**src/common/pet_bus_pkg.sv**
```systemverilog
// PET system bus package.
// Widths, the memory map and the structs shared by the bus blocks.

package pet_bus_pkg;

    // Bus widths.
    localparam int CPU_ADDR_WIDTH  = 16;   // 6502 address bus.
    localparam int DATA_WIDTH      = 8;    // 6502 data bus.

    // Memory map.
    localparam logic [CPU_ADDR_WIDTH-1:0] RAM_LIMIT = 16'h8000;  // RAM is 0000..7FFF.
    localparam int SRAM_ADDR_WIDTH = 10;   // RAM aliases every 1 KB.
    localparam logic [CPU_ADDR_WIDTH-1:0] IO_BASE = 16'hE800;    // Start of I/O window.
    localparam int IO_REGS         = 16;   // E800..E80F.
    localparam int IO_INDEX_WIDTH  = $clog2(IO_REGS);

    // Pull-ups make an undriven data bus read as all ones.
    localparam logic [DATA_WIDTH-1:0] BUS_IDLE_DATA = 8'hFF;

    // One bus access as seen on the pins.
    typedef struct packed {
        logic [CPU_ADDR_WIDTH-1:0] addr;   // Address lines.
        logic [DATA_WIDTH-1:0]     wdata;  // Data driven when writing.
        logic                      we_n;   // Low for a write.
    } bus_req_t;

    // Read result returned to the host.
    typedef struct packed {
        logic [DATA_WIDTH-1:0] rdata;
    } bus_rsp_t;

    // Who drives the data lines this cycle.
    typedef struct packed {
        logic host;
        logic cpu;
        logic ram;
        logic io;
    } bus_drivers_t;

    // Chip selects from the address decoder.
    typedef struct packed {
        logic                       ram_cs;
        logic                       io_cs;
        logic [SRAM_ADDR_WIDTH-1:0] index;   // Word index inside the selected slave.
    } chip_sel_t;

endpackage
```
**src/hw/io_regs.sv**
```systemverilog
// I/O register file slave.
// Sixteen byte registers in the I/O window, written on the clock edge and
// read combinationally like the SRAM.

`timescale 1ns/1ps

module io_regs (
    input  logic                                     clock_i,
    input  logic                                     rst_n_i,
    input  logic                                     cs_i,
    input  logic [pet_bus_pkg::IO_INDEX_WIDTH-1:0]   index_i,
    input  logic                                     we_n_i,
    input  logic [pet_bus_pkg::DATA_WIDTH-1:0]       wdata_i,
    output logic [pet_bus_pkg::DATA_WIDTH-1:0]       rdata_o,
    output logic                                     oe_n_o
);

    logic [pet_bus_pkg::DATA_WIDTH-1:0] regs_q [pet_bus_pkg::IO_REGS];
    logic                               wr_en;

    assign wr_en = cs_i && !we_n_i;         // Bus write into the window.

    // Registers come up as zero.
    always_ff @(posedge clock_i or negedge rst_n_i) begin
        if (!rst_n_i) begin
            for (int i = 0; i < pet_bus_pkg::IO_REGS; i++) begin
                regs_q[i] <= '0;
            end
        end else if (wr_en) begin
            regs_q[index_i] <= wdata_i;
        end
    end

    // Read path.
    assign rdata_o = regs_q[index_i];
    assign oe_n_o  = !(cs_i && we_n_i);     // Drive data only when selected and reading.

endmodule

```
**config.mk**
```make
export PLATFORM = sky130hd
export DESIGN_NAME = io_regs
export DESIGN_NICKNAME = d
export VERILOG_FILES = /design/src/common/pet_bus_pkg.sv /design/src/hw/io_regs.sv
export SDC_FILE = /design/constraint.sdc
export NUM_CORES = 1
export LEC_CHECK = 0
export CAP_MARGIN = 20
export CORE_ASPECT_RATIO = 1.2
export CORE_MARGIN = 1.5
export CORE_UTILIZATION = 45
export DETAILED_ROUTE_END_ITERATION = 7
export DONT_BUFFER_PORTS = 1
export PLACE_DENSITY = 0.63
export SLEW_MARGIN = 20
export SYNTH_ARGS = -nofsm -noshare
export SYNTH_HDL_FRONTEND = slang
export SYNTH_SLANG_ARGS = --single-unit
```
**constraint.sdc**
```tcl
create_clock -name clock_i -period 1.7 [get_ports clock_i]
set_clock_uncertainty 0.1 [all_clocks]
set_input_delay 0.17 -clock clock_i [delete_from_list [all_inputs] [get_ports clock_i]]
set_output_delay 0.17 -clock clock_i [all_outputs]
set_load 0.02 [all_outputs]
```
==> results.py <==
metrics = {
    "global_route": {
        "met1_usage_pct": 29.1,
        "use_met2_pct": 34.0,
        "grt.total_usage_pct": 21.3,
        "grt_max_degree": 129,
        "top_usage_layer": "met2",
        "grt_first_pass_wirelength_um": 21000,
        "grt-ovfl-total": 0,
        "grt_pass1_vias": 3659,
        "grt_util_met3_pct": 4.52,
        "antenna_found_initial": 0,
    },
    "setup_path": {
        "critPathMaxStageDelay_ns": 0.51,
        "cp-start-kind": "register",
        "critPathKind": "reg2out",
        "timing.rr.end": "regs_q[71]",
        "crit_family": "multiplexers",
        "r2r_cells": 2,
        "cp-endpoint": "rdata_o[0]",
        "cp_max_fo": 2,
        "rrSetupSlack_ns": 0.73,
        "crit_path_end_kind": "primary output",
        "critPathBufInv": 0,
        "cp.required_ns": 1.43,
        "critical_path_cell_count": 3,
        "r2r-start": "regs_q[71]",
        "cp.arrival_ns": 1.64,
        "crit_chain": "mux4_2, a22oi_2, nand2_2",
        "critPathLaunch": "regs_q[96]",
        "slowest_stage": "mux4_2",
    },
    "floorplan": {
        "dieHeight_um": 128,
        "start_util_pct": 46.2,
        "core_area_sq_um": 12700,
        "rows": 45,
        "die_x_um": 107,
        "die_area_sq_um": 13800,
        "ioPinCount": 25,
    },
    "synthesis": {
        "synth_cells": 364,
        "synth_edf_count": 0,
        "ys_ff_latch": 128,
        "synth_top_family_by_area": "multiplexers",
        "async_flop_share_pct": 100,
        "ys_types": 23,
        "yosysSeqAreaShare_pct": 54.4,
        "synth_flop_cell": "dfrtp_1",
        "synth_compound_area_share_pct": 2.04,
        "synthesis.area_sq_um": 5880,
        "synth_mux_area_share_pct": 37.3,
        "synthAdderAreaFrac_pct": 0,
        "yosysWarnings": 0,
        "synth_area_per_cell_sq_um": 16.2,
        "synth.net_count": 380,
        "synth_xor_area_share_pct": 0,
        "synthSimpleGateAreaFrac_pct": 4.32,
    },
    "sta": {
        "period_minus_slack_ns": 1.91,
        "slew_violations": 0,
        "timing.hold.ws_ns": -0.643,
        "max_freq_mhz": 525,
        "setup_slack_ns": -0.206,
        "period_share_pct": 112,
        "finalHoldViolCount": 128,
        "finalSetupViolCount": 8,
        "slew-limit-headroom_pct": 52.2,
        "tightest_slew_ns": 0.717,
        "rsz0062_at_grt": "yes",
    },
    "place": {
        "hpwl_um": 8000,
        "globalplace.congestion": 0.737,
        "io_buffer_count": 0,
        "place_area_sq_um": 6140,
    },
    "min_path": {
        "min_path_type": "in2async",
    },
    "clock_network": {
        "cts_max_path_buffers": 2,
        "cts_tree": "built",
        "cts.hold.buffers_added": 8,
        "clock-sinks": 128,
        "clk_latency_ns": 0.40,
        "cts_root_buf": "clkbuf_16",
        "cts_inserted_buffers": 17,
        "clkSlewWorstSetupHoldPaths_ns": 0.05,
        "h-tree-depth": 4,
    },
    "drt": {
        "drtPass1Iterations": 4,
        "vias": 3304,
        "ant_nets": 0,
        "totalWireLength_um": 13100,
        "wl_per_cell_um": 23.1,
        "viasPerCell": 5.83,
        "route.detailed.drc": 0,
        "drt_iter0_drc": 125,
    },
    "pwr": {
        "finalPower_uw": 8430,
        "powerDensity_nw_per_um2": 1230,
        "leakagePower_uw": 0.00307,
        "ir_drop_uv": 607,
    },
    "final_layout": {
        "drive_gt1_share_pct": 59.3,
        "n_fill_cell": 1100,
        "antenna_cells": 0,
        "regMostFlops": "regs_q",
        "synthToLayoutAreaGrowth_pct": 16.5,
        "reg_top3": "regs_q: 128 flops",
        "largest_reg_flops": 128,
        "finalNetCount": 407,
        "stdcell_area_sq_um": 6860,
    },
    "run_status": {
        "violations": "negative hold slack, negative setup slack",
        "status": "complete, but fails checks",
    },
    "flow_run": {
        "maxCapViolations": 0,
    },
}
-- cell usage after synthesis, types with 2 or more instances --
cell type,n,share of area [%]
mux4_2,32,12
nand2_2,3,0.32
nor3b_4,2,0.64
buf_6,2,0.38
and4bb_1,2,0.43
mux2_2,118,23
buf_2,10,0.85
mux2_1,2,0.38
nand2_1,16,1.0
nor2b_1,3,0.32
clkbuf_1,10,0.64
dfrtp_1,128,54
mux2_4,8,2.0
nor2_1,2,0.13
and2b_1,3,0.38
a22oi_1,16,2.0
-- per-stage QoR --
step	setup TNS (ns)	utilization (%)	std cells	setup WS, ns	hold slack, ns
after floorplan	0	-	364	0.144	-0.226
final	-1.40	53.9	567	-0.206	-0.643
after detailed placement	0	48.2	527	0.111	-0.220
after CTS	-1.54	53.8	567	-0.229	-0.656
after global routing	-1.83	53.9	567	-0.260	-0.663
after global placement	0	48.2	527	0.0984	-0.220
-- layout make-up --
| class | count | area (sq um) | area share (%) |
|---|---|---|---|
| clock buffers | 26 | 499 | 7.28 |
| multi-input cells | 213 | 2670 | 38.9 |
| flip-flops and latches | 128 | 3200 | 46.7 |
| clock inverters | 5 | 30.0 | 0.438 |
| well taps | 164 | 205 | 2.99 |
| repair buffers | 31 | 253 | 3.69 |
-- how the worst min path moves through the flow --
stage	to	slack, ns	cells past startpoint
4_1_cts	regs_q[61]	-0.66	0
2_1_floorplan	regs_q[0]	-0.23	0
3_3_place_gp	regs_q[61]	-0.22	0
6_report	regs_q[61]	-0.64	0
3_5_place_dp	regs_q[61]	-0.22	0
5_1_grt	regs_q[61]	-0.66	0
-- report_power, final --
part | switching [uW] | total (uW) | leakage, uW | internal [uW]
Combinational | 451 | 1270 | 0.00117 | 820
Clock | 1230 | 3230 | 0.000256 | 2000
Sequential | 281 | 3920 | 0.00164 | 3640
Total | 1960 | 8430 | 0.00307 | 6460
-- routing by layer --
metal	up-vias	routed length, um
met5	-	0
met4	0	172
met3	15	461
met2	49	6550
met1	1806	5930
li1	1434	-
-- layout by cell type (no fill, tap or decap) --
master / synthesis / layout
clkinvlp_4: 0 / 2
mux2_4: 8 / 8
clkbuf_1: 10 / 5
clkinv_2: 0 / 3
nand2_2: 3 / 11
a22oi_2: 0 / 16
dfrtp_1: 128 / 128
clkbuf_16: 0 / 17
nand4b_4: 1 / 1
nand2_1: 16 / 8
nor3b_4: 2 / 2
clkbuf_8: 0 / 4
nor2b_1: 3 / 3
and4bb_1: 2 / 2
and2b_1: 3 / 3
or3_1: 1 / 1
and2_1: 1 / 1
buf_4: 0 / 23
nor2_2: 1 / 1
and3_1: 1 / 1
mux2_2: 118 / 118
mux2_1: 2 / 2
mux4_2: 32 / 32
nor4b_2: 1 / 1
dlygate4sd3_1: 0 / 8
nor2_1: 2 / 2
-- repair_timing --
item / in CTS / in global routing
gates resized for setup: 21 / 3
pin swaps: 18 / 5
setup buffers: 1 / 0
endpoints found under the hold margin: 256 / 128
endpoints found under the setup margin: 8 / 8
-- kinds of logic after synthesis --
logic type      after synthesis
mux                         160
flops                       128
simple gates                 37
buf+inv                      23
compound gates               16
No activity file was read; power rests on OpenSTA's default activity.
