--- config.mk ---
export PLATFORM = sky130hd
export DESIGN_NAME = bus_resolver
export DESIGN_NICKNAME = d
export VERILOG_FILES = /design/src/common/pet_bus_pkg.sv /design/src/hw/bus_resolver/bus_resolver.sv
export SDC_FILE = /design/constraint.sdc
export NUM_CORES = 1
export LEC_CHECK = 0
export ABC_AREA = 1
export BUFFER_PORTS_ARGS = -buffer_cell sky130_fd_sc_hd__buf_2
export CAP_MARGIN = 20
export CORE_MARGIN = 2
export CORE_UTILIZATION = 31
export DETAILED_ROUTE_END_ITERATION = 7
export PLACE_DENSITY = 0.88
export SYNTH_ARGS = -nofsm -noshare
export SYNTH_HDL_FRONTEND = slang
export SYNTH_SLANG_ARGS = --single-unit
--- constraint.sdc ---
create_clock -name clock_i -period 1.36 [get_ports clock_i]
set_input_delay 0.272 -clock clock_i [delete_from_list [all_inputs] [get_ports clock_i]]
set_output_delay 0.272 -clock clock_i [all_outputs]
set_load 0.05 [all_outputs]
--- src/common/pet_bus_pkg.sv ---
// PET system bus package.
// Widths, the memory map and the structs shared by the bus blocks.

package pet_bus_pkg;

    // Bus widths.
    localparam int CPU_ADDR_WIDTH  = 16;   // 6502 address bus.
    localparam int DATA_WIDTH      = 8;    // 6502 data bus.

    // Memory map.
    localparam logic [CPU_ADDR_WIDTH-1:0] RAM_LIMIT = 16'h8000;  // RAM is 0000..7FFF.
    localparam int SRAM_ADDR_WIDTH = 10;   // RAM aliases every 1 KB.
    localparam logic [CPU_ADDR_WIDTH-1:0] IO_BASE = 16'hE800;    // Start of I/O window.
    localparam int IO_REGS         = 16;   // E800..E80F.
    localparam int IO_INDEX_WIDTH  = $clog2(IO_REGS);

    // Pull-ups make an undriven data bus read as all ones.
    localparam logic [DATA_WIDTH-1:0] BUS_IDLE_DATA = 8'hFF;

    // One bus access as seen on the pins.
    typedef struct packed {
        logic [CPU_ADDR_WIDTH-1:0] addr;   // Address lines.
        logic [DATA_WIDTH-1:0]     wdata;  // Data driven when writing.
        logic                      we_n;   // Low for a write.
    } bus_req_t;

    // Read result returned to the host.
    typedef struct packed {
        logic [DATA_WIDTH-1:0] rdata;
    } bus_rsp_t;

    // Who drives the data lines this cycle.
    typedef struct packed {
        logic host;
        logic cpu;
        logic ram;
        logic io;
    } bus_drivers_t;

    // Chip selects from the address decoder.
    typedef struct packed {
        logic                       ram_cs;
        logic                       io_cs;
        logic [SRAM_ADDR_WIDTH-1:0] index;   // Word index inside the selected slave.
    } chip_sel_t;

endpackage
--- src/hw/bus_resolver/bus_resolver.sv ---
// Bus resolver for the shared PET bus.
// Merges FPGA, CPU, SRAM and I/O drivers onto one address, data and WE set,
// and keeps a sticky flag when two parties drive the same lines.

`timescale 1ns/1ps

module bus_resolver (
    input  logic                                clock_i,
    input  logic                                rst_n_i,

    // FPGA host side.
    input  pet_bus_pkg::bus_req_t               top_req_i,
    input  logic                                top_addr_oe_i,
    input  logic                                top_data_oe_i,
    input  logic                                top_we_oe_i,

    // CPU pins.
    input  logic                                cpu_be_i,
    input  pet_bus_pkg::bus_req_t               cpu_req_i,

    // Slaves.
    input  logic [pet_bus_pkg::DATA_WIDTH-1:0]  ram_rdata_i,
    input  logic                                ram_oe_n_i,
    input  logic [pet_bus_pkg::DATA_WIDTH-1:0]  io_rdata_i,
    input  logic                                io_oe_n_i,

    output pet_bus_pkg::bus_req_t               bus_o,
    output pet_bus_pkg::bus_drivers_t           drivers_o,
    output logic                                contention_o
);

    logic [1:0]                 addr_set;    // {cpu, host}.
    logic [1:0]                 we_set;      // {cpu, host}.
    pet_bus_pkg::bus_drivers_t  data_set;
    logic                       collide;
    logic                       contention_q;

    assign addr_set = {cpu_be_i, top_addr_oe_i};   // CPU owns address while BE is high.
    assign we_set   = {cpu_be_i, top_we_oe_i};

    // Data drivers follow the pin rules of each party.
    always_comb begin
        data_set.host = top_data_oe_i;
        data_set.cpu  = cpu_be_i && !cpu_req_i.we_n;     // CPU only drives data on writes.
        data_set.ram  = !ram_oe_n_i && bus_o.we_n;       // Slaves only answer reads.
        data_set.io   = !io_oe_n_i && bus_o.we_n;
    end

    // Host wins every tie, so a collision still leaves defined values.
    always_comb begin
        bus_o = '1;                                      // Floating lines read as ones.
        if (top_addr_oe_i) bus_o.addr = top_req_i.addr;
        else if (cpu_be_i) bus_o.addr = cpu_req_i.addr;

        if (top_we_oe_i)   bus_o.we_n = top_req_i.we_n;
        else if (cpu_be_i) bus_o.we_n = cpu_req_i.we_n;

        if (data_set.host)      bus_o.wdata = top_req_i.wdata;
        else if (data_set.cpu)  bus_o.wdata = cpu_req_i.wdata;
        else if (data_set.ram)  bus_o.wdata = ram_rdata_i;
        else if (data_set.io)   bus_o.wdata = io_rdata_i;
        else                    bus_o.wdata = pet_bus_pkg::BUS_IDLE_DATA;
    end

    assign drivers_o = data_set;

    // More than one bit set in any driver group.
    assign collide = (&addr_set) || (&we_set) ||
                     ((data_set & (data_set - 4'd1)) != 4'd0);

    // Sticky until reset so a single-cycle clash is not missed.
    always_ff @(posedge clock_i or negedge rst_n_i) begin
        if (!rst_n_i) begin
            contention_q <= 1'b0;
        end else if (collide) begin
            contention_q <= 1'b1;
        end
    end

    assign contention_o = contention_q;

endmodule

==> results of run 1 <==
==> critical path, cell delays in order <==
cell and delay, ns:
buf_8 0.09, buf_12 0.12, inv_12 0.03, nor2_4 0.15, buf_12 0.14, inv_6 0.04
o21ai_2 0.12, inv_1 0.07, nand2_2 0.09, nand2_4 0.05, buf_8 0.14
==> synthesized netlist by cell type <==
cell / count / area (sq um)
nand2_2: 1 / 6.26
nand2_1: 67 / 251
nand3_2: 2 / 20.0
o21ai_0: 24 / 120
nand3_1: 10 / 50.1
dfrtp_1: 1 / 25.0
buf_2: 2 / 10.0
o211ai_1: 1 / 7.51
inv_2: 2 / 7.51
buf_6: 1 / 11.3
buf_4: 3 / 22.5
a21oi_1: 1 / 5.00
clkinv_1: 2 / 7.51
nand4_1: 16 / 100
inv_1: 24 / 90.1
clkbuf_1: 4 / 15.0
nor2_4: 1 / 11.3
==> cells by family after synthesis <==
family / share of synthesized area, %
buffers and inverters: 21.5
AND/OR/NAND/NOR: 57.7
AO/OA/AOI/OAI: 17.4
flip-flops: 3.29
==> path summary, 6_finish.rpt <==
kind | start | to | slack (ns)
worst max-delay path | cpu_be_i | bus_o[3] | -0.24
worst min-delay path | rst_n_i | contention_o$_DFFE_PN0P_ | 0.05
worst max register to register | contention_o$_DFFE_PN0P_ | contention_o$_DFFE_PN0P_ | 0.64
worst min register to register | contention_o$_DFFE_PN0P_ | contention_o$_DFFE_PN0P_ | 0.51
max in group asynchronous | rst_n_i | contention_o$_DFFE_PN0P_ | 1.23
min in group clock_i | contention_o$_DFFE_PN0P_ | contention_o$_DFFE_PN0P_ | 0.51
==> metal layers <==
| metal | vias to the layer above | share of wire (%) | track usage [%] |
|---|---|---|---|
| li1 | 757 | - | - |
| met1 | 728 | 33 | 24.2 |
| met2 | 137 | 51 | 47.5 |
| met3 | 40 | 9.9 | 3.61 |
| met4 | 0 | 5.8 | 7.69 |
| met5 | - | 0 | 0 |
==> timing repair <==
item	CTS	global route
setup endpoints to repair	26	28
endpoints found under the hold margin	0	0
gates resized for setup	67	53
setup buffers	0	2
cloned	0	5
pin swaps	1	8
==> metrics by stage <==
step	setup WS, ns	setup TNS, ns
6_report	-0.245	-1.56
5_1_grt	-0.290	-2.55
4_1_cts	-0.176	-1.37
3_5_place_dp	-0.275	-3.46
3_3_place_gp	-0.261	-3.14
2_1_floorplan	-0.106	-0.442
==> cell type report <==
cell class / instances / area, sq um / area share, %
inverter: 28 / 133 / 7.20
multi-input combinational: 124 / 757 / 41.1
sequential: 1 / 25.0 / 1.36
tap: 28 / 35.0 / 1.90
timing repair buffer: 120 / 877 / 47.6
timing repair inverter: 2 / 15.0 / 0.815
==> power by group through the flow <==
| stage | clock (mW) | combinational (mW) | sequential [mW] |
|---|---|---|---|
| after CTS | 0 | 0.811 | 0.0303 |
| after floorplan | 0 | 0.490 | 0.0303 |
| after global placement | 0 | 0.704 | 0.0303 |
| after detailed placement | 0 | 0.710 | 0.0303 |
| final | 0 | 0.942 | 0.0303 |
| after global routing | 0 | 0.992 | 0.0303 |
==> metrics.yaml, run 1 <==
status: "complete, but fails checks"
violations: "negative setup slack"
largest_reg_flops: 1
final_cell_mix: "buf_2, nand2_1, inv_1, nand2_2, buf_4"
p_comb_share_pct: 96.9
core_sq_mm: 0.00228
fin_area_sq_mm: 0.00184
postSynthCellCount: 162
p_leak_nw: 1.06
num_rows: 17
syn_nets: 236
vias: 1662
final_common_cell: "buf_2"
gp_congestion: 0.878
power.switching_uw: 580
grt.overflow.total: 0
ys_ff_latch: 1
antenna_found_initial: 0
max-slew-margin-rel_pct: 82.0
min_path_type: "primary input to async pin"
clk_pin_slew_worst_paths_ns: 0
grt_pass1_vias: 1249
finalPower_uw: 972
p_int_uw: 392
final_cells: 303
yosysWarnings: 0
diodes: 0
io_pins: 104
critPathLaunchType: "primary input"
totalWireLength_um: 5020
die_h_um: 53.5
drv_cap: 0
fillerInstances: 147
portBuffers: 103
hold_viol: 0
grtUsageTotal_pct: 23.6
grt_max_degree: 18
setup_viol: 16
ys_types: 17
skew_ns: 0
syn_avg_cell_area_sq_um: 4.70
placed_area_sq_mm: 0.00148
first_iter_violations: 62
max_freq_ghz: 0.623
timing.hold.ws_ns: 0.0467
slew_viol_final: 0
cts_hold_buf: 0
finalCriticalPeriod_ns: 1.60
power_density_mw_per_mm2: 528
vdd_ir_drop_max_mv: 0.397
swShare_pct: 59.7
ant_nets: 0
grt_pass1_wl_um: 5130
drc: 0
drive_above_1_share_pct: 62.9
viasPerCell: 5.49
required_ns: 1.09
worst_ep_arrival_time_ns: 1.33
place_inst: 296
worstPathMaxFanout: 4
avgRoutedWirePerCell_um: 16.6
tightestPinTransition_ns: 0.269
yosysSeqAreaShare_pct: 3.29
die-area_sq_mm: 0.00287
crit_path_end_kind: "primary output"
synth_area_sq_um: 761
clock_latency_ns: 0
ff2ff_path_depth: 2
fin_util_pct: 80.9
fin_nets: 351
firstDrtPassIters: 4
place_hpwl_um: 2490
seqPwrFrac_pct: 3.1
clkPwrFrac_pct: 0
path_class: "primary input to primary output"
grt_setup_unrepaired: "true"
area_growth_pct: 142
setup_ws_ns: -0.245
start_util_pct: 33.4
fp.dieW_um: 53.5
min_period_over_period_pct: 118
Note: power is estimated with default switching activity, not from simulation.
==> run 2, diff against run 1 <==
--- a/config.mk
+++ b/config.mk
@@ -5,13 +5,13 @@
 export SDC_FILE = /design/constraint.sdc
 export NUM_CORES = 1
 export LEC_CHECK = 0
-export ABC_AREA = 1
 export BUFFER_PORTS_ARGS = -buffer_cell sky130_fd_sc_hd__buf_2
 export CAP_MARGIN = 20
 export CORE_MARGIN = 2
-export CORE_UTILIZATION = 31
+export CORE_UTILIZATION = 27
 export DETAILED_ROUTE_END_ITERATION = 7
 export PLACE_DENSITY = 0.88
+export SKIP_LAST_GASP = 1
 export SYNTH_ARGS = -nofsm -noshare
 export SYNTH_HDL_FRONTEND = slang
 export SYNTH_SLANG_ARGS = --single-unit
==> run 2 against run 1 <==
Effect of this change:
- total power fell by 10%
- largest cell class unchanged
- sequential cell count stayed put
- clock skew unchanged
- final cell count shrank 18%
- the flow still finishes with violations (negative setup slack)
- design area is 7.4% lower
==> metrics.yaml, run 2 <==
ys_types: 23
place_inst: 241
final_common_cell: "buf_2"
synth-compound-area-share_pct: 47.0
crit_path_end_kind: "primary output"
avgRoutedWirePerCell_um: 16.7
synth_top_family_by_area: "compound AO/OA/AOI/OAI gates"
rr_endpoint: "contention_o$_DFFE_PN0P_"
synth_top_area_share_pct: 13.6
r2r_setup_slack_ns: 0.65
critPathSlowestCell: "and2b_2"
die_h_um: 50.8
grt_max_degree: 19
yosysSeqAreaShare_pct: 4.24
reg2reg_from: "contention_o$_DFFE_PN0P_"
grtUsageTotal_pct: 27.8
crit_top_cell: "buf_6"
clkPwrFrac_pct: 0
area_growth_pct: 189
viasPerCell: 5.31
swShare_pct: 57.1
clock_latency_ns: 0
async_reset_ff_share_pct: 100
synth_largest_area_cell: "a21oi_1"
power_density_mw_per_mm2: 511
path_buf_inv: 3
grt.overflow.total: 0
syn_nets: 181
met3_usage_pct: 6.85
totalWireLength_um: 4140
tightestPinTransition_ns: 0.262
worstPathMaxFanout: 3
drc: 0
final_cells: 248
start_util_pct: 29.2
core_sq_mm: 0.00202
violations: "negative setup slack"
fp.dieW_um: 50.8
grt_setup_unrepaired: "true"
use_met1_pct: 28.1
ff2ff_path_depth: 1
max-slew-margin-rel_pct: 82.7
postSynthCellCount: 107
skew_ns: 0
status: "complete, but fails checks"
p_leak_nw: 0.883
yosys.area_share.simple_pct: 27.1
seqPwrFrac_pct: 3.5
max_freq_ghz: 0.677
required_ns: 1.09
crit_family: "buffers and inverters"
p_int_uw: 374
synthTopCellsByArea: "a21oi_1, inv_1, nor2_1"
slew_viol_final: 0
setup_viol: 11
diodes: 0
ys.flop_type: "dfrtp_1"
gp_congestion: 0.755
grt_busiest_layer: "met2"
power.switching_uw: 498
path_class: "primary input to primary output"
use_met2_pct: 54.2
final_cell_mix: "buf_2, buf_6, buf_4, inv_1, nor2_1"
min_period_over_period_pct: 109
muxShareOfSynthArea_pct: 0
ant_nets: 0
portBuffers: 103
io_pins: 104
yosysWarnings: 0
grt_pass1_wl_um: 5560
timing.hold.ws_ns: 0.0521
vias: 1317
vdd_ir_drop_max_mv: 0.406
synthAdderAreaFrac_pct: 0
largest_reg_flops: 1
grt_pass1_vias: 1276
place_hpwl_um: 2400
first_iter_violations: 39
ys_ff_latch: 1
synth_common_cells: "inv_1, nor2_1, a21oi_1"
worst_ep_arrival_time_ns: 1.21
hold_viol: 0
drv_cap: 0
syn_avg_cell_area_sq_um: 5.52
clk_pin_slew_worst_paths_ns: 0
antenna_found_initial: 0
firstDrtPassIters: 6
setup_ws_ns: -0.117
synth-edff-count: 0
die-area_sq_mm: 0.00258
critPathLaunchType: "primary input"
drive_above_1_share_pct: 75.1
finalCriticalPeriod_ns: 1.48
num_rows: 16
critical-path-max-stage-delay_ns: 0.25
synth_area_sq_um: 591
yosysMostFrequentCell: "inv_1"
p_comb_share_pct: 96.5
synth_xor_area_share_pct: 0
path_cells: "buf_6 > and2b_2 > nor3_4 > buf_6 > a22oi_2 > buf_6"
fin_nets: 297
min_path_type: "primary input to async pin"
[run 2: cell types whose count changed in the layout (fill, tap and decap cells not counted), sizes merged, moves of 2 or more]
cell / delta
o22ai: +7
nor2: +16
nand2b: +4
and2b: +2
nand3: -13
o21ai: -15
nand2: -60
a22oi: +8
nand4: -16
inv: -9
a21oi: +15
[run 2: area by class of cell]
class | count | area, sq um
multi-input cells | 79 | 698
flip-flops and latches | 1 | 25.0
repair buffers | 121 | 858
well taps | 27 | 33.8
fillers | 116 | 317
inverters | 20 | 90.1
[run 2: timing repair]
action                                  4_1_cts  5_1_grt
buffers inserted                              5        2
gates cloned                                  0        1
endpoints found under the setup margin       26       28
pin swaps                                     4        3
resized for setup                            59       19
hold buffers                                  0        0
[run 2: metrics by stage]
stage | instance area [sq um] | power [mW] | TNS [ns] | setup WS [ns] | util [%]
2_1_floorplan | 815 | 0.499 | -1.24 | -0.172 | -
3_3_place_gp | 1410 | 0.695 | -3.44 | -0.275 | 69.6
3_5_place_dp | 1410 | 0.707 | -3.85 | -0.310 | 69.6
4_1_cts | 1620 | 0.811 | -0.497 | -0.0740 | 79.9
5_1_grt | 1710 | 0.902 | -0.950 | -0.123 | 84.3
6_report | 1710 | 0.872 | -0.791 | -0.117 | 84.3
[run 2: worst max path at each step]
| stage | from | to | depth (start not counted) |
|---|---|---|---|
| 2_1_floorplan | cpu_req_i[0] | bus_o[1] | 5 |
| 3_3_place_gp | top_we_oe_i | bus_o[1] | 5 |
| 3_5_place_dp | top_we_oe_i | bus_o[2] | 5 |
| 4_1_cts | top_req_i[0] | bus_o[2] | 6 |
| 5_1_grt | top_req_i[0] | bus_o[7] | 6 |
| 6_report | top_req_i[0] | bus_o[7] | 6 |
[run 2: power groups by stage]
stage | registers (mW) | clock network, mW | logic [mW]
after floorplan | 0.0303 | 0 | 0.469
after global placement | 0.0303 | 0 | 0.664
after detailed placement | 0.0303 | 0 | 0.676
after CTS | 0.0303 | 0 | 0.781
after global routing | 0.0303 | 0 | 0.872
final | 0.0303 | 0 | 0.842
[run 2: layer usage]
| layer | vias up | wire length [um] | part of all wire (%) |
|---|---|---|---|
| met1 | 590 | 1320 | 32 |
| met2 | 104 | 2130 | 51 |
| met5 | - | 0 | 0 |
| li1 | 594 | - | - |
| met3 | 29 | 494 | 12 |
| met4 | 0 | 200 | 4.8 |
[run 2: cells by family (layout without fill, tap and decap cells)]
group,count (synthesis),after routing
buffers and inverters,28,141
AND/OR/NAND/NOR,33,34
flip-flops,1,1
AO/OA/AOI/OAI,45,45
