$ cat src/common/pet_bus_pkg.sv
// PET system bus package.
// Widths, the memory map and the structs shared by the bus blocks.

package pet_bus_pkg;

    // Bus widths.
    localparam int CPU_ADDR_WIDTH  = 16;   // 6502 address bus.
    localparam int DATA_WIDTH      = 8;    // 6502 data bus.

    // Memory map.
    localparam logic [CPU_ADDR_WIDTH-1:0] RAM_LIMIT = 16'h8000;  // RAM is 0000..7FFF.
    localparam int SRAM_ADDR_WIDTH = 10;   // RAM aliases every 1 KB.
    localparam logic [CPU_ADDR_WIDTH-1:0] IO_BASE = 16'hE800;    // Start of I/O window.
    localparam int IO_REGS         = 16;   // E800..E80F.
    localparam int IO_INDEX_WIDTH  = $clog2(IO_REGS);

    // Pull-ups make an undriven data bus read as all ones.
    localparam logic [DATA_WIDTH-1:0] BUS_IDLE_DATA = 8'hFF;

    // One bus access as seen on the pins.
    typedef struct packed {
        logic [CPU_ADDR_WIDTH-1:0] addr;   // Address lines.
        logic [DATA_WIDTH-1:0]     wdata;  // Data driven when writing.
        logic                      we_n;   // Low for a write.
    } bus_req_t;

    // Read result returned to the host.
    typedef struct packed {
        logic [DATA_WIDTH-1:0] rdata;
    } bus_rsp_t;

    // Who drives the data lines this cycle.
    typedef struct packed {
        logic host;
        logic cpu;
        logic ram;
        logic io;
    } bus_drivers_t;

    // Chip selects from the address decoder.
    typedef struct packed {
        logic                       ram_cs;
        logic                       io_cs;
        logic [SRAM_ADDR_WIDTH-1:0] index;   // Word index inside the selected slave.
    } chip_sel_t;

endpackage
$ cat src/hw/addr_decode.sv
// Address decoder for the PET bus.
// Turns a bus address into the RAM and I/O chip selects and a local word index.

`timescale 1ns/1ps

module addr_decode (
    input  logic [pet_bus_pkg::CPU_ADDR_WIDTH-1:0] addr_i,
    output pet_bus_pkg::chip_sel_t                 sel_o
);

    logic ram_hit;
    logic io_hit;

    // RAM sits at the bottom of the map.
    assign ram_hit = (addr_i < pet_bus_pkg::RAM_LIMIT);

    // I/O window is a small block starting at IO_BASE.
    assign io_hit = (addr_i >= pet_bus_pkg::IO_BASE) &&
                    (addr_i <  pet_bus_pkg::IO_BASE + pet_bus_pkg::IO_REGS);

    always_comb begin
        sel_o        = '0;                  // Unmapped addresses select nothing.
        sel_o.ram_cs = ram_hit;
        sel_o.io_cs  = io_hit;              // Window lies above the RAM region.
        if (ram_hit) begin
            // Low bits only, so the bank repeats across the RAM region.
            sel_o.index = addr_i[pet_bus_pkg::SRAM_ADDR_WIDTH-1:0];
        end else if (io_hit) begin
            sel_o.index = {{(pet_bus_pkg::SRAM_ADDR_WIDTH - pet_bus_pkg::IO_INDEX_WIDTH){1'b0}},
                           addr_i[pet_bus_pkg::IO_INDEX_WIDTH-1:0]};
        end
    end

endmodule

$ cat config.mk
export PLATFORM = sky130hd
export DESIGN_NAME = addr_decode
export DESIGN_NICKNAME = d
export VERILOG_FILES = /design/src/common/pet_bus_pkg.sv /design/src/hw/addr_decode.sv
export SDC_FILE = /design/constraint.sdc
export NUM_CORES = 1
export LEC_CHECK = 0
export BUFFER_PORTS_ARGS = -buffer_cell sky130_fd_sc_hd__buf_2
export CORE_AREA = 3 3 40 42
export DETAILED_ROUTE_END_ITERATION = 7
export DIE_AREA = 0 0 43 45
export GPL_TIMING_DRIVEN = 0
export PLACE_DENSITY = 0.57
export SLEW_MARGIN = 10
export SYNTH_ARGS = -nofsm -noshare
export SYNTH_HDL_FRONTEND = slang
export SYNTH_SLANG_ARGS = --single-unit
$ cat constraint.sdc
create_clock -name vclk -period 2.2
set_clock_uncertainty 0.2 [all_clocks]
set_input_delay 0.11 -clock vclk [all_inputs]
set_output_delay 0.11 -clock vclk [all_outputs]
set_load 0.03 [all_outputs]
==> flow_metrics.env, run 1 <==
export IMPL_path_delay_family="simple AND/OR/NAND/NOR gates"
export IMPL_hp_start="addr_i[4]"
export IMPL_drt_iter0_markers=0
export IMPL_clock_buffers=0
export IMPL_cts_hold_buffers_added=0
export IMPL_crit_slowest_cell="or4_1"
export IMPL_worst_ep_required_time_ns=1.89
export IMPL_period_needed_ns=1.625
export IMPL_grt_use_met1_pct=9.286
export IMPL_drc=0
export IMPL_worstPathMaxFanout=6
export IMPL_holdPathStages=3
export IMPL_globalRouteOverflowTotal=0
export IMPL_crit_path_end_kind="primary output"
export IMPL_worstPathArrival_ns=1.32
export IMPL_grt_pass1_vias=288
export IMPL_critical_path_max_stage_delay_ns=0.52
export IMPL_yosys_top_cells_area="o32ai_2 (29%), or4b_1 (18%), nor2b_1 (16%)"
export IMPL_crit_path_start_kind="input pin"
export IMPL_worst_slew_pin_slew_ns=0.5050
export IMPL_syn_avg_cell_area_um2=8.434
export IMPL_regArea_um2=0
export IMPL_synth_warnings=0
export IMPL_antenna_found_initial=0
export IMPL_cellLeakagePower_nw=0.1977
export IMPL_finalSetupViolations=0
export IMPL_worstSetupPathType="in -> out"
export IMPL_grt_use_total_pct=7.214
export IMPL_numPortBuffers=28
export IMPL_fmax_mhz=615.3
export IMPL_hp_class="in -> out"
export IMPL_busiest_layer="met2"
export IMPL_syn_inst=27
export IMPL_initial_utilization_pct=17.72
export IMPL_grtUsageMet2_pct=13.47
export IMPL_antenna_left=0
export IMPL_layout_nets=73
export IMPL_power_density_nw_per_um2=189.0
export IMPL_die_w_um=43
export IMPL_path_common_cell="buf_2"
export IMPL_max_cap_viol_count=0
export IMPL_areaGrowthSynthToFinish_pct=69.78
export IMPL_ys_seq_area_share_pct=0
export IMPL_finalHoldViolCount=0
export IMPL_maxSlewViolCount=0
export IMPL_power_mw=0.07308
export IMPL_vias=308
export IMPL_drt_wl_total_um=710
export IMPL_rows=13
export IMPL_status="complete, no violations"
export IMPL_syn_cell_area_um2=227.7
export IMPL_hold_end="sel_o[4]"
export IMPL_nFillCells=153
export IMPL_use_met3_pct=1.195
export IMPL_syn_nets=43
export IMPL_drive_gt1_share_pct=65.45
export IMPL_core_um2=1285
export IMPL_ctsResizeCount=0
export IMPL_worst_ir_drop_vdd_mv=0.04980
export IMPL_antennaDiodeCount=0
export IMPL_cts_setup_buffers=0
export IMPL_ios=28
export IMPL_multi_input_area_um2=190.2
export IMPL_fin_setup_tns_ns=0
export IMPL_fin_crit_sh_pct=73.87
export IMPL_gp_congestion=0.6276
export IMPL_grt_max_degree=11
export IMPL_yosys_area_top_type="o32ai_2"
export IMPL_synth_top_area_share_pct=28.57
export IMPL_numSequentialCells=0
export IMPL_worst_path_buf_inv=3
export IMPL_path_cells="buf_2 > or4_1 > nor4_1 > buf_4 > buf_2"
export IMPL_die_h_um=45
export IMPL_fp_dieArea_um2=1935
export IMPL_grt_pass1_wl_um=1152
export IMPL_via_per_inst=4.400
export IMPL_ys_types=11
export IMPL_dr_pass1_iters=1
export IMPL_rsz0062_at_grt="no"
export IMPL_wl_per_cell_um=10.14
export IMPL_relSlewSlack_pct=66.33
-- cell usage after synthesis --
library cell / count
o32ai_2: 4
nand4bb_1: 1
nor2b_1: 6
inv_1: 5
or3b_2: 1
buf_4: 2
or4b_1: 4
or4_1: 1
clkbuf_1: 1
or4b_4: 1
nor4_1: 1
-- how the worst max path moves through the flow --
stage	startpoint	to	slack, ns	cells after the start
5_1_grt	addr_i[4]	sel_o[10]	0.46	5
4_1_cts	addr_i[9]	sel_o[10]	0.56	5
3_3_place_gp	addr_i[9]	sel_o[10]	0.57	5
2_1_floorplan	addr_i[12]	sel_o[0]	0.66	2
6_report	addr_i[9]	sel_o[10]	0.57	5
3_5_place_dp	addr_i[9]	sel_o[10]	0.56	5
-- cell families after synthesis --
group / Yosys count / share of synthesized area, %
AND/OR/NAND/NOR: 15 / 54.95
buffers and inverters: 8 / 16.48
AO/OA/AOI/OAI: 4 / 28.57
-- metal layers --
metal / wire, um / part of all wire, % / up-vias
li1: - / - / 160
met1: 282 / 40 / 126
met2: 311 / 44 / 22
met3: 116 / 16 / 0
met4: 0 / 0 / 0
met5: 0 / 0 / -
-- per-stage QoR --
| step | instance area [um2] | worst slack, ns | hold WS, ns | std cells | utilization (%) |
|---|---|---|---|---|---|
| after global placement | 386.6 | 0.5737 | 0.3960 | 70 | 30.09 |
| after CTS | 386.6 | 0.5629 | 0.3996 | 70 | 30.09 |
| after detailed placement | 386.6 | 0.5629 | 0.3995 | 70 | 30.09 |
| final | 386.6 | 0.5748 | 0.3979 | 70 | 30.09 |
| after floorplan | 227.7 | 0.6629 | 0.2002 | 27 | - |
| after global routing | 386.6 | 0.4604 | 0.4055 | 70 | 30.09 |
-- cell usage in the layout, fill, tap and decap left out --
cell type  synthesis  final
buf_4              2      2
nand4bb_1          1      1
clkbuf_1           1      1
nor2b_1            6      6
or4b_1             4      4
or4b_4             1      1
or4_1              1      1
nor4_1             1      1
o32ai_2            4      4
inv_1              5      5
buf_2              0     28
or3b_2             1      1
-- tightest hold or removal path, stage by stage --
cell and delay, ns:
buf_2 0.10, nor2b_1 0.11, buf_2 0.17
-- cell type report --
type,instances,area share (%)
plain buffers,3,4.854
inverters,5,4.854
multi-input cells,19,49.19
well taps,15,4.854
repair buffers,28,36.25
-- power breakdown --
group          switching, mW  leakage (nW)  internal [mW]
Sequential                 0             0              0
Combinational         0.0433         0.198         0.0297
Clock                      0             0              0
Power figures use the tool's default switching activity.
==> run 2, diff against run 1 <==
- PLACE_DENSITY: 0.57 -> 0.58
- clock period: 2.2 -> 1.45 ns (I/O delays scaled with it)
==> run 2 against run 1 <==
Net effect: count of clock-buffer cells in the layout is the same; critical endpoint is now sel_o[1]; critical path depth decreased by 1; flip-flop and latch count unchanged; die area unchanged; combinational power increased by 81%; cell count stayed put; worst setup slack lost 0.56 ns.
==> flow_metrics.env, run 2 (synthesis gave the netlist of run 1 again) <==
export IMPL_status="complete, no violations"
export IMPL_power_density_nw_per_um2=285.0
export IMPL_final_cell_mix="buf_2 (18), buf_4 (7), nor2b_1 (6)"
export IMPL_die_h_um=45
export IMPL_numPortBuffers=28
export IMPL_via_per_inst=4.457
export IMPL_fmax_mhz=696.3
export IMPL_worst_ep_required_time_ns=1.18
export IMPL_power_mw=0.1320
export IMPL_areaGrowthSynthToFinish_pct=103.3
export IMPL_drive_gt1_share_pct=78.18
export IMPL_antenna_found_initial=0
export IMPL_clock_buffers=0
export IMPL_relSlewSlack_pct=64.97
export IMPL_rsz0062_at_grt="yes"
export IMPL_ios=28
export IMPL_grt_use_total_pct=7.884
export IMPL_regArea_um2=0
export IMPL_stdcell_area_um2=462.9
export IMPL_fp_dieArea_um2=1935
export IMPL_worstPathMaxFanout=4
export IMPL_hp_class="in -> out"
export IMPL_layout_nets=73
export IMPL_dpl_hpwl_um=630.8
export IMPL_antennaDiodeCount=0
export IMPL_gp_congestion=0.6626
export IMPL_antenna_left=0
export IMPL_maxSlewViolCount=0
export IMPL_period_needed_ns=1.436
export IMPL_drc=0
export IMPL_rows=13
export IMPL_worst_ir_drop_vdd_mv=0.1140
export IMPL_finalHoldViolCount=0
export IMPL_grt_max_degree=11
export IMPL_layout_commonest_cell="buf_2"
export IMPL_worst_slew_pin_slew_ns=0.5255
export IMPL_core_um2=1285
export IMPL_startpoint="addr_i[8]"
export IMPL_worstSetupPathType="in -> out"
export IMPL_drt_iter0_markers=0
export IMPL_max_cap_viol_count=0
export IMPL_initial_utilization_pct=17.72
export IMPL_nFillCells=139
export IMPL_grt_pass1_wl_um=1248
export IMPL_fin_crit_sh_pct=99.04
export IMPL_vias=312
export IMPL_cellLeakagePower_nw=0.2192
export IMPL_crit_path_end_kind="primary output"
export IMPL_hp_start="addr_i[4]"
export IMPL_numSequentialCells=0
export IMPL_drt_wl_total_um=833
export IMPL_crit_path_start_kind="input pin"
export IMPL_wl_per_cell_um=11.90
export IMPL_dr_pass1_iters=1
export IMPL_finalSetupViolations=0
export IMPL_worstPathArrival_ns=1.16
export IMPL_die_w_um=43
export IMPL_cts_setup_buffers=0
export IMPL_placed_area_um2=386.6
export IMPL_post_route_util_pct=36.03
export IMPL_grt_pass1_vias=303
export IMPL_globalRouteOverflowTotal=0
-- run 2: changes by cell type in the layout (fill, tap and decap cells not counted), moves of 4 or more --
cell / change
buf_4: +5
buf_2: -10
or4b_1: -4
or4b_4: +4
buf_6: +5
-- run 2: cell type report --
| cell class | count | area [um2] | share of cell area [%] |
|---|---|---|---|
| plain buffers | 3 | 18.77 | 4.054 |
| well taps | 15 | 18.77 | 4.054 |
| inverters | 5 | 18.77 | 4.054 |
| multi-input cells | 19 | 222.7 | 48.11 |
| repair buffers | 28 | 183.9 | 39.73 |
-- run 2: worst max-delay path, stage by stage --
cell and delay, ns:
buf_6 0.09, or4b_4 0.58, o32ai_2 0.22, buf_4 0.20
-- run 2: metrics by stage --
step / TNS (ns) / setup slack (ns) / cells / hold slack (ns)
after floorplan: -0.04845 / -0.01211 / 27 / 0.1252
after global placement: -0.4001 / -0.1115 / 70 / 0.3204
after detailed placement: -0.3925 / -0.1194 / 70 / 0.3264
after CTS: 0 / 0.0007578 / 70 / 0.3225
after global routing: -0.09697 / -0.03597 / 70 / 0.3392
final: 0 / 0.01387 / 70 / 0.3226
-- run 2: timing repair --
action                                  in CTS  in global routing
pin swaps                                    8                  4
gates cloned                                 0                  0
endpoints found under the setup margin       5                  5
hold buffers                                 0                  0
resized for setup                           17                  4
-- run 2: worst paths after layout --
kind | cells past startpoint | endpoint | slack [ns]
hold / removal | 3 | sel_o[4] | 0.32
setup / recovery | 4 | sel_o[1] | 0.01
-- run 2: where the power goes --
group / internal [mW] / switching [mW] / leakage, nW
sequential: 0 / 0 / 0
clock: 0 / 0 / 0
combinational: 0.0610 / 0.0710 / 0.219
total: 0.0610 / 0.0710 / 0.219
-- run 2: layer usage --
layer,part of all wire (%),track usage (%)
met4,0,0
met3,13,0.7968
met2,40,14.07
met5,0,0
met1,47,10.98
==> run 3, diff against run 2 <==
- ABC_AREA: default -> 1
- PLACE_DENSITY: 0.58 -> 0.53
==> run 3 against run 2 <==
Net effect: area after synthesis fell by 28%; critical path type unchanged; die area unchanged; flip-flop and latch count is the same; critical path depth is 3 higher; maximum frequency is 19% higher; via count shrank 10%.
==> flow_metrics.env, run 3 <==
export IMPL_status="complete, no violations"
export IMPL_die_h_um=45
export IMPL_worst_ir_drop_vdd_mv=0.07137
export IMPL_gp_congestion=0.6140
export IMPL_worst_ep_required_time_ns=1.18
export IMPL_worstSetupPathType="in -> out"
export IMPL_finalSetupViolations=0
export IMPL_core_um2=1285
export IMPL_power_density_nw_per_um2=301.1
export IMPL_rows=13
export IMPL_synth_common_cells="inv_1 (13), nor2_1 (8), nand2_1 (6)"
export IMPL_maxSlewViolCount=0
export IMPL_wl_per_cell_um=6.650
export IMPL_syn_inst=37
export IMPL_cellLeakagePower_nw=0.2450
export IMPL_drive_gt1_share_pct=50.77
export IMPL_ios=28
export IMPL_worst_slew_pin_slew_ns=0.1658
export IMPL_layout_nets=83
export IMPL_globalRouteOverflowTotal=0
export IMPL_wl_met3_um=85
export IMPL_numPortBuffers=28
export IMPL_ctsResizeCount=0
export IMPL_fin_crit_sh_pct=82.95
export IMPL_hp_class="in -> out"
export IMPL_grt_use_total_pct=5.556
export IMPL_cts_setup_buffers=0
export IMPL_drt_wl_total_um=532
export IMPL_ys_types=9
export IMPL_yosysMostFrequentCell="inv_1"
export IMPL_yosys_top_cells_area="inv_1 (30%), nor2_1 (18%), nand2_1 (14%)"
export IMPL_worstPathMaxFanout=4
export IMPL_power_mw=0.09719
export IMPL_met2_length_um=238
export IMPL_syn_nets=53
export IMPL_fmax_mhz=831.4
export IMPL_cts_hold_buffers_added=0
export IMPL_period_needed_ns=1.203
export IMPL_synth_warnings=0
export IMPL_nFillCells=157
export IMPL_grt_pass1_wl_um=883
export IMPL_ys_seq_area_share_pct=0
export IMPL_die_w_um=43
export IMPL_drt_iter0_markers=1
export IMPL_fp_dieArea_um2=1935
export IMPL_initial_utilization_pct=12.76
export IMPL_vias=280
export IMPL_final_cell_mix="buf_2 (29), inv_1 (13), nor2_1 (8), nand2_1 (6), a21oi_1 (4)"
export IMPL_synth_top_area_share_pct=29.77
export IMPL_fin_setup_tns_ns=0
export IMPL_crit_path_end_kind="primary output"
export IMPL_grt_pass1_vias=233
export IMPL_finalHoldViolCount=0
export IMPL_dr_pass1_iters=2
export IMPL_syn_avg_cell_area_um2=4.430
export IMPL_syn_cell_area_um2=163.9
export IMPL_relSlewSlack_pct=88.90
export IMPL_routed_top_layer="met3"
export IMPL_grt_max_degree=11
export IMPL_antennaDiodeCount=0
export IMPL_antenna_found_initial=0
export IMPL_worstPathArrival_ns=0.93
export IMPL_areaGrowthSynthToFinish_pct=96.95
export IMPL_regArea_um2=0
export IMPL_layout_commonest_cell="buf_2"
export IMPL_crit_path_start_kind="input pin"
export IMPL_drt_met1_wl_um=208
export IMPL_dpl_hpwl_um=498.8
export IMPL_clock_buffers=0
export IMPL_multi_input_area_um2=95.09
export IMPL_drc=0
export IMPL_antenna_left=0
export IMPL_max_cap_viol_count=0
export IMPL_rsz0062_at_grt="no"
export IMPL_via_per_inst=3.500
export IMPL_numSequentialCells=0
export IMPL_yosys_area_top_type="inv_1"
## run 3: logic make-up (layout without fill, tap and decap cells)
kind of cell	Yosys count	in the layout	share of synthesized area [%]
and+or+nand+nor	17	17	45.81
buffers and inverters	16	44	41.98
AOI/OAI and AO/OA	4	4	12.21
## run 3: through the flow
stage | setup WS (ns) | instance area (um2) | utilization [%] | std cells | hold WS [ns]
6_report | 0.2473 | 322.8 | 25.12 | 80 | 0.2583
5_1_grt | 0.09782 | 322.8 | 25.12 | 80 | 0.2870
4_1_cts | 0.2188 | 322.8 | 25.12 | 80 | 0.2618
3_5_place_dp | 0.2217 | 322.8 | 25.12 | 80 | 0.2592
3_3_place_gp | 0.2469 | 322.8 | 25.12 | 80 | 0.2576
2_1_floorplan | 0.2755 | 163.9 | - | 37 | 0.09472
## run 3: final timing paths
| check | from | endpoint | slack [ns] | depth (start not counted) |
|---|---|---|---|---|
| min | addr_i[15] | sel_o[0] | 0.26 | 3 |
| max | addr_i[8] | sel_o[3] | 0.25 | 7 |
## run 3: metal layers
| metal | vias to the layer above | global-route usage [%] |
|---|---|---|
| met5 | - | 0 |
| met1 | 105 | 7.143 |
| met4 | 0 | 0 |
| met3 | 0 | 0.7968 |
| met2 | 18 | 10.48 |
| li1 | 157 | - |
## run 3: layout make-up
class / count / area share (%)
well taps: 15 / 5.814
repair buffers: 28 / 43.41
multi-input cells: 21 / 29.46
inverters: 13 / 15.12
plain buffers: 3 / 6.202
## run 3: report_power, final
part	internal [mW]	total (mW)	switching (mW)	leakage (nW)
Clock	0	0	0	0
Combinational	0.0367	0.0972	0.0604	0.245
Sequential	0	0	0	0
Total	0.0367	0.0972	0.0604	0.245
## run 3: critical path: stages
cell and delay [ns]:
buf_2 0.09, inv_1 0.06, nand2_1 0.05, nor2_1 0.16, nand3_2 0.13, a21oi_1 0.15, buf_2 0.21
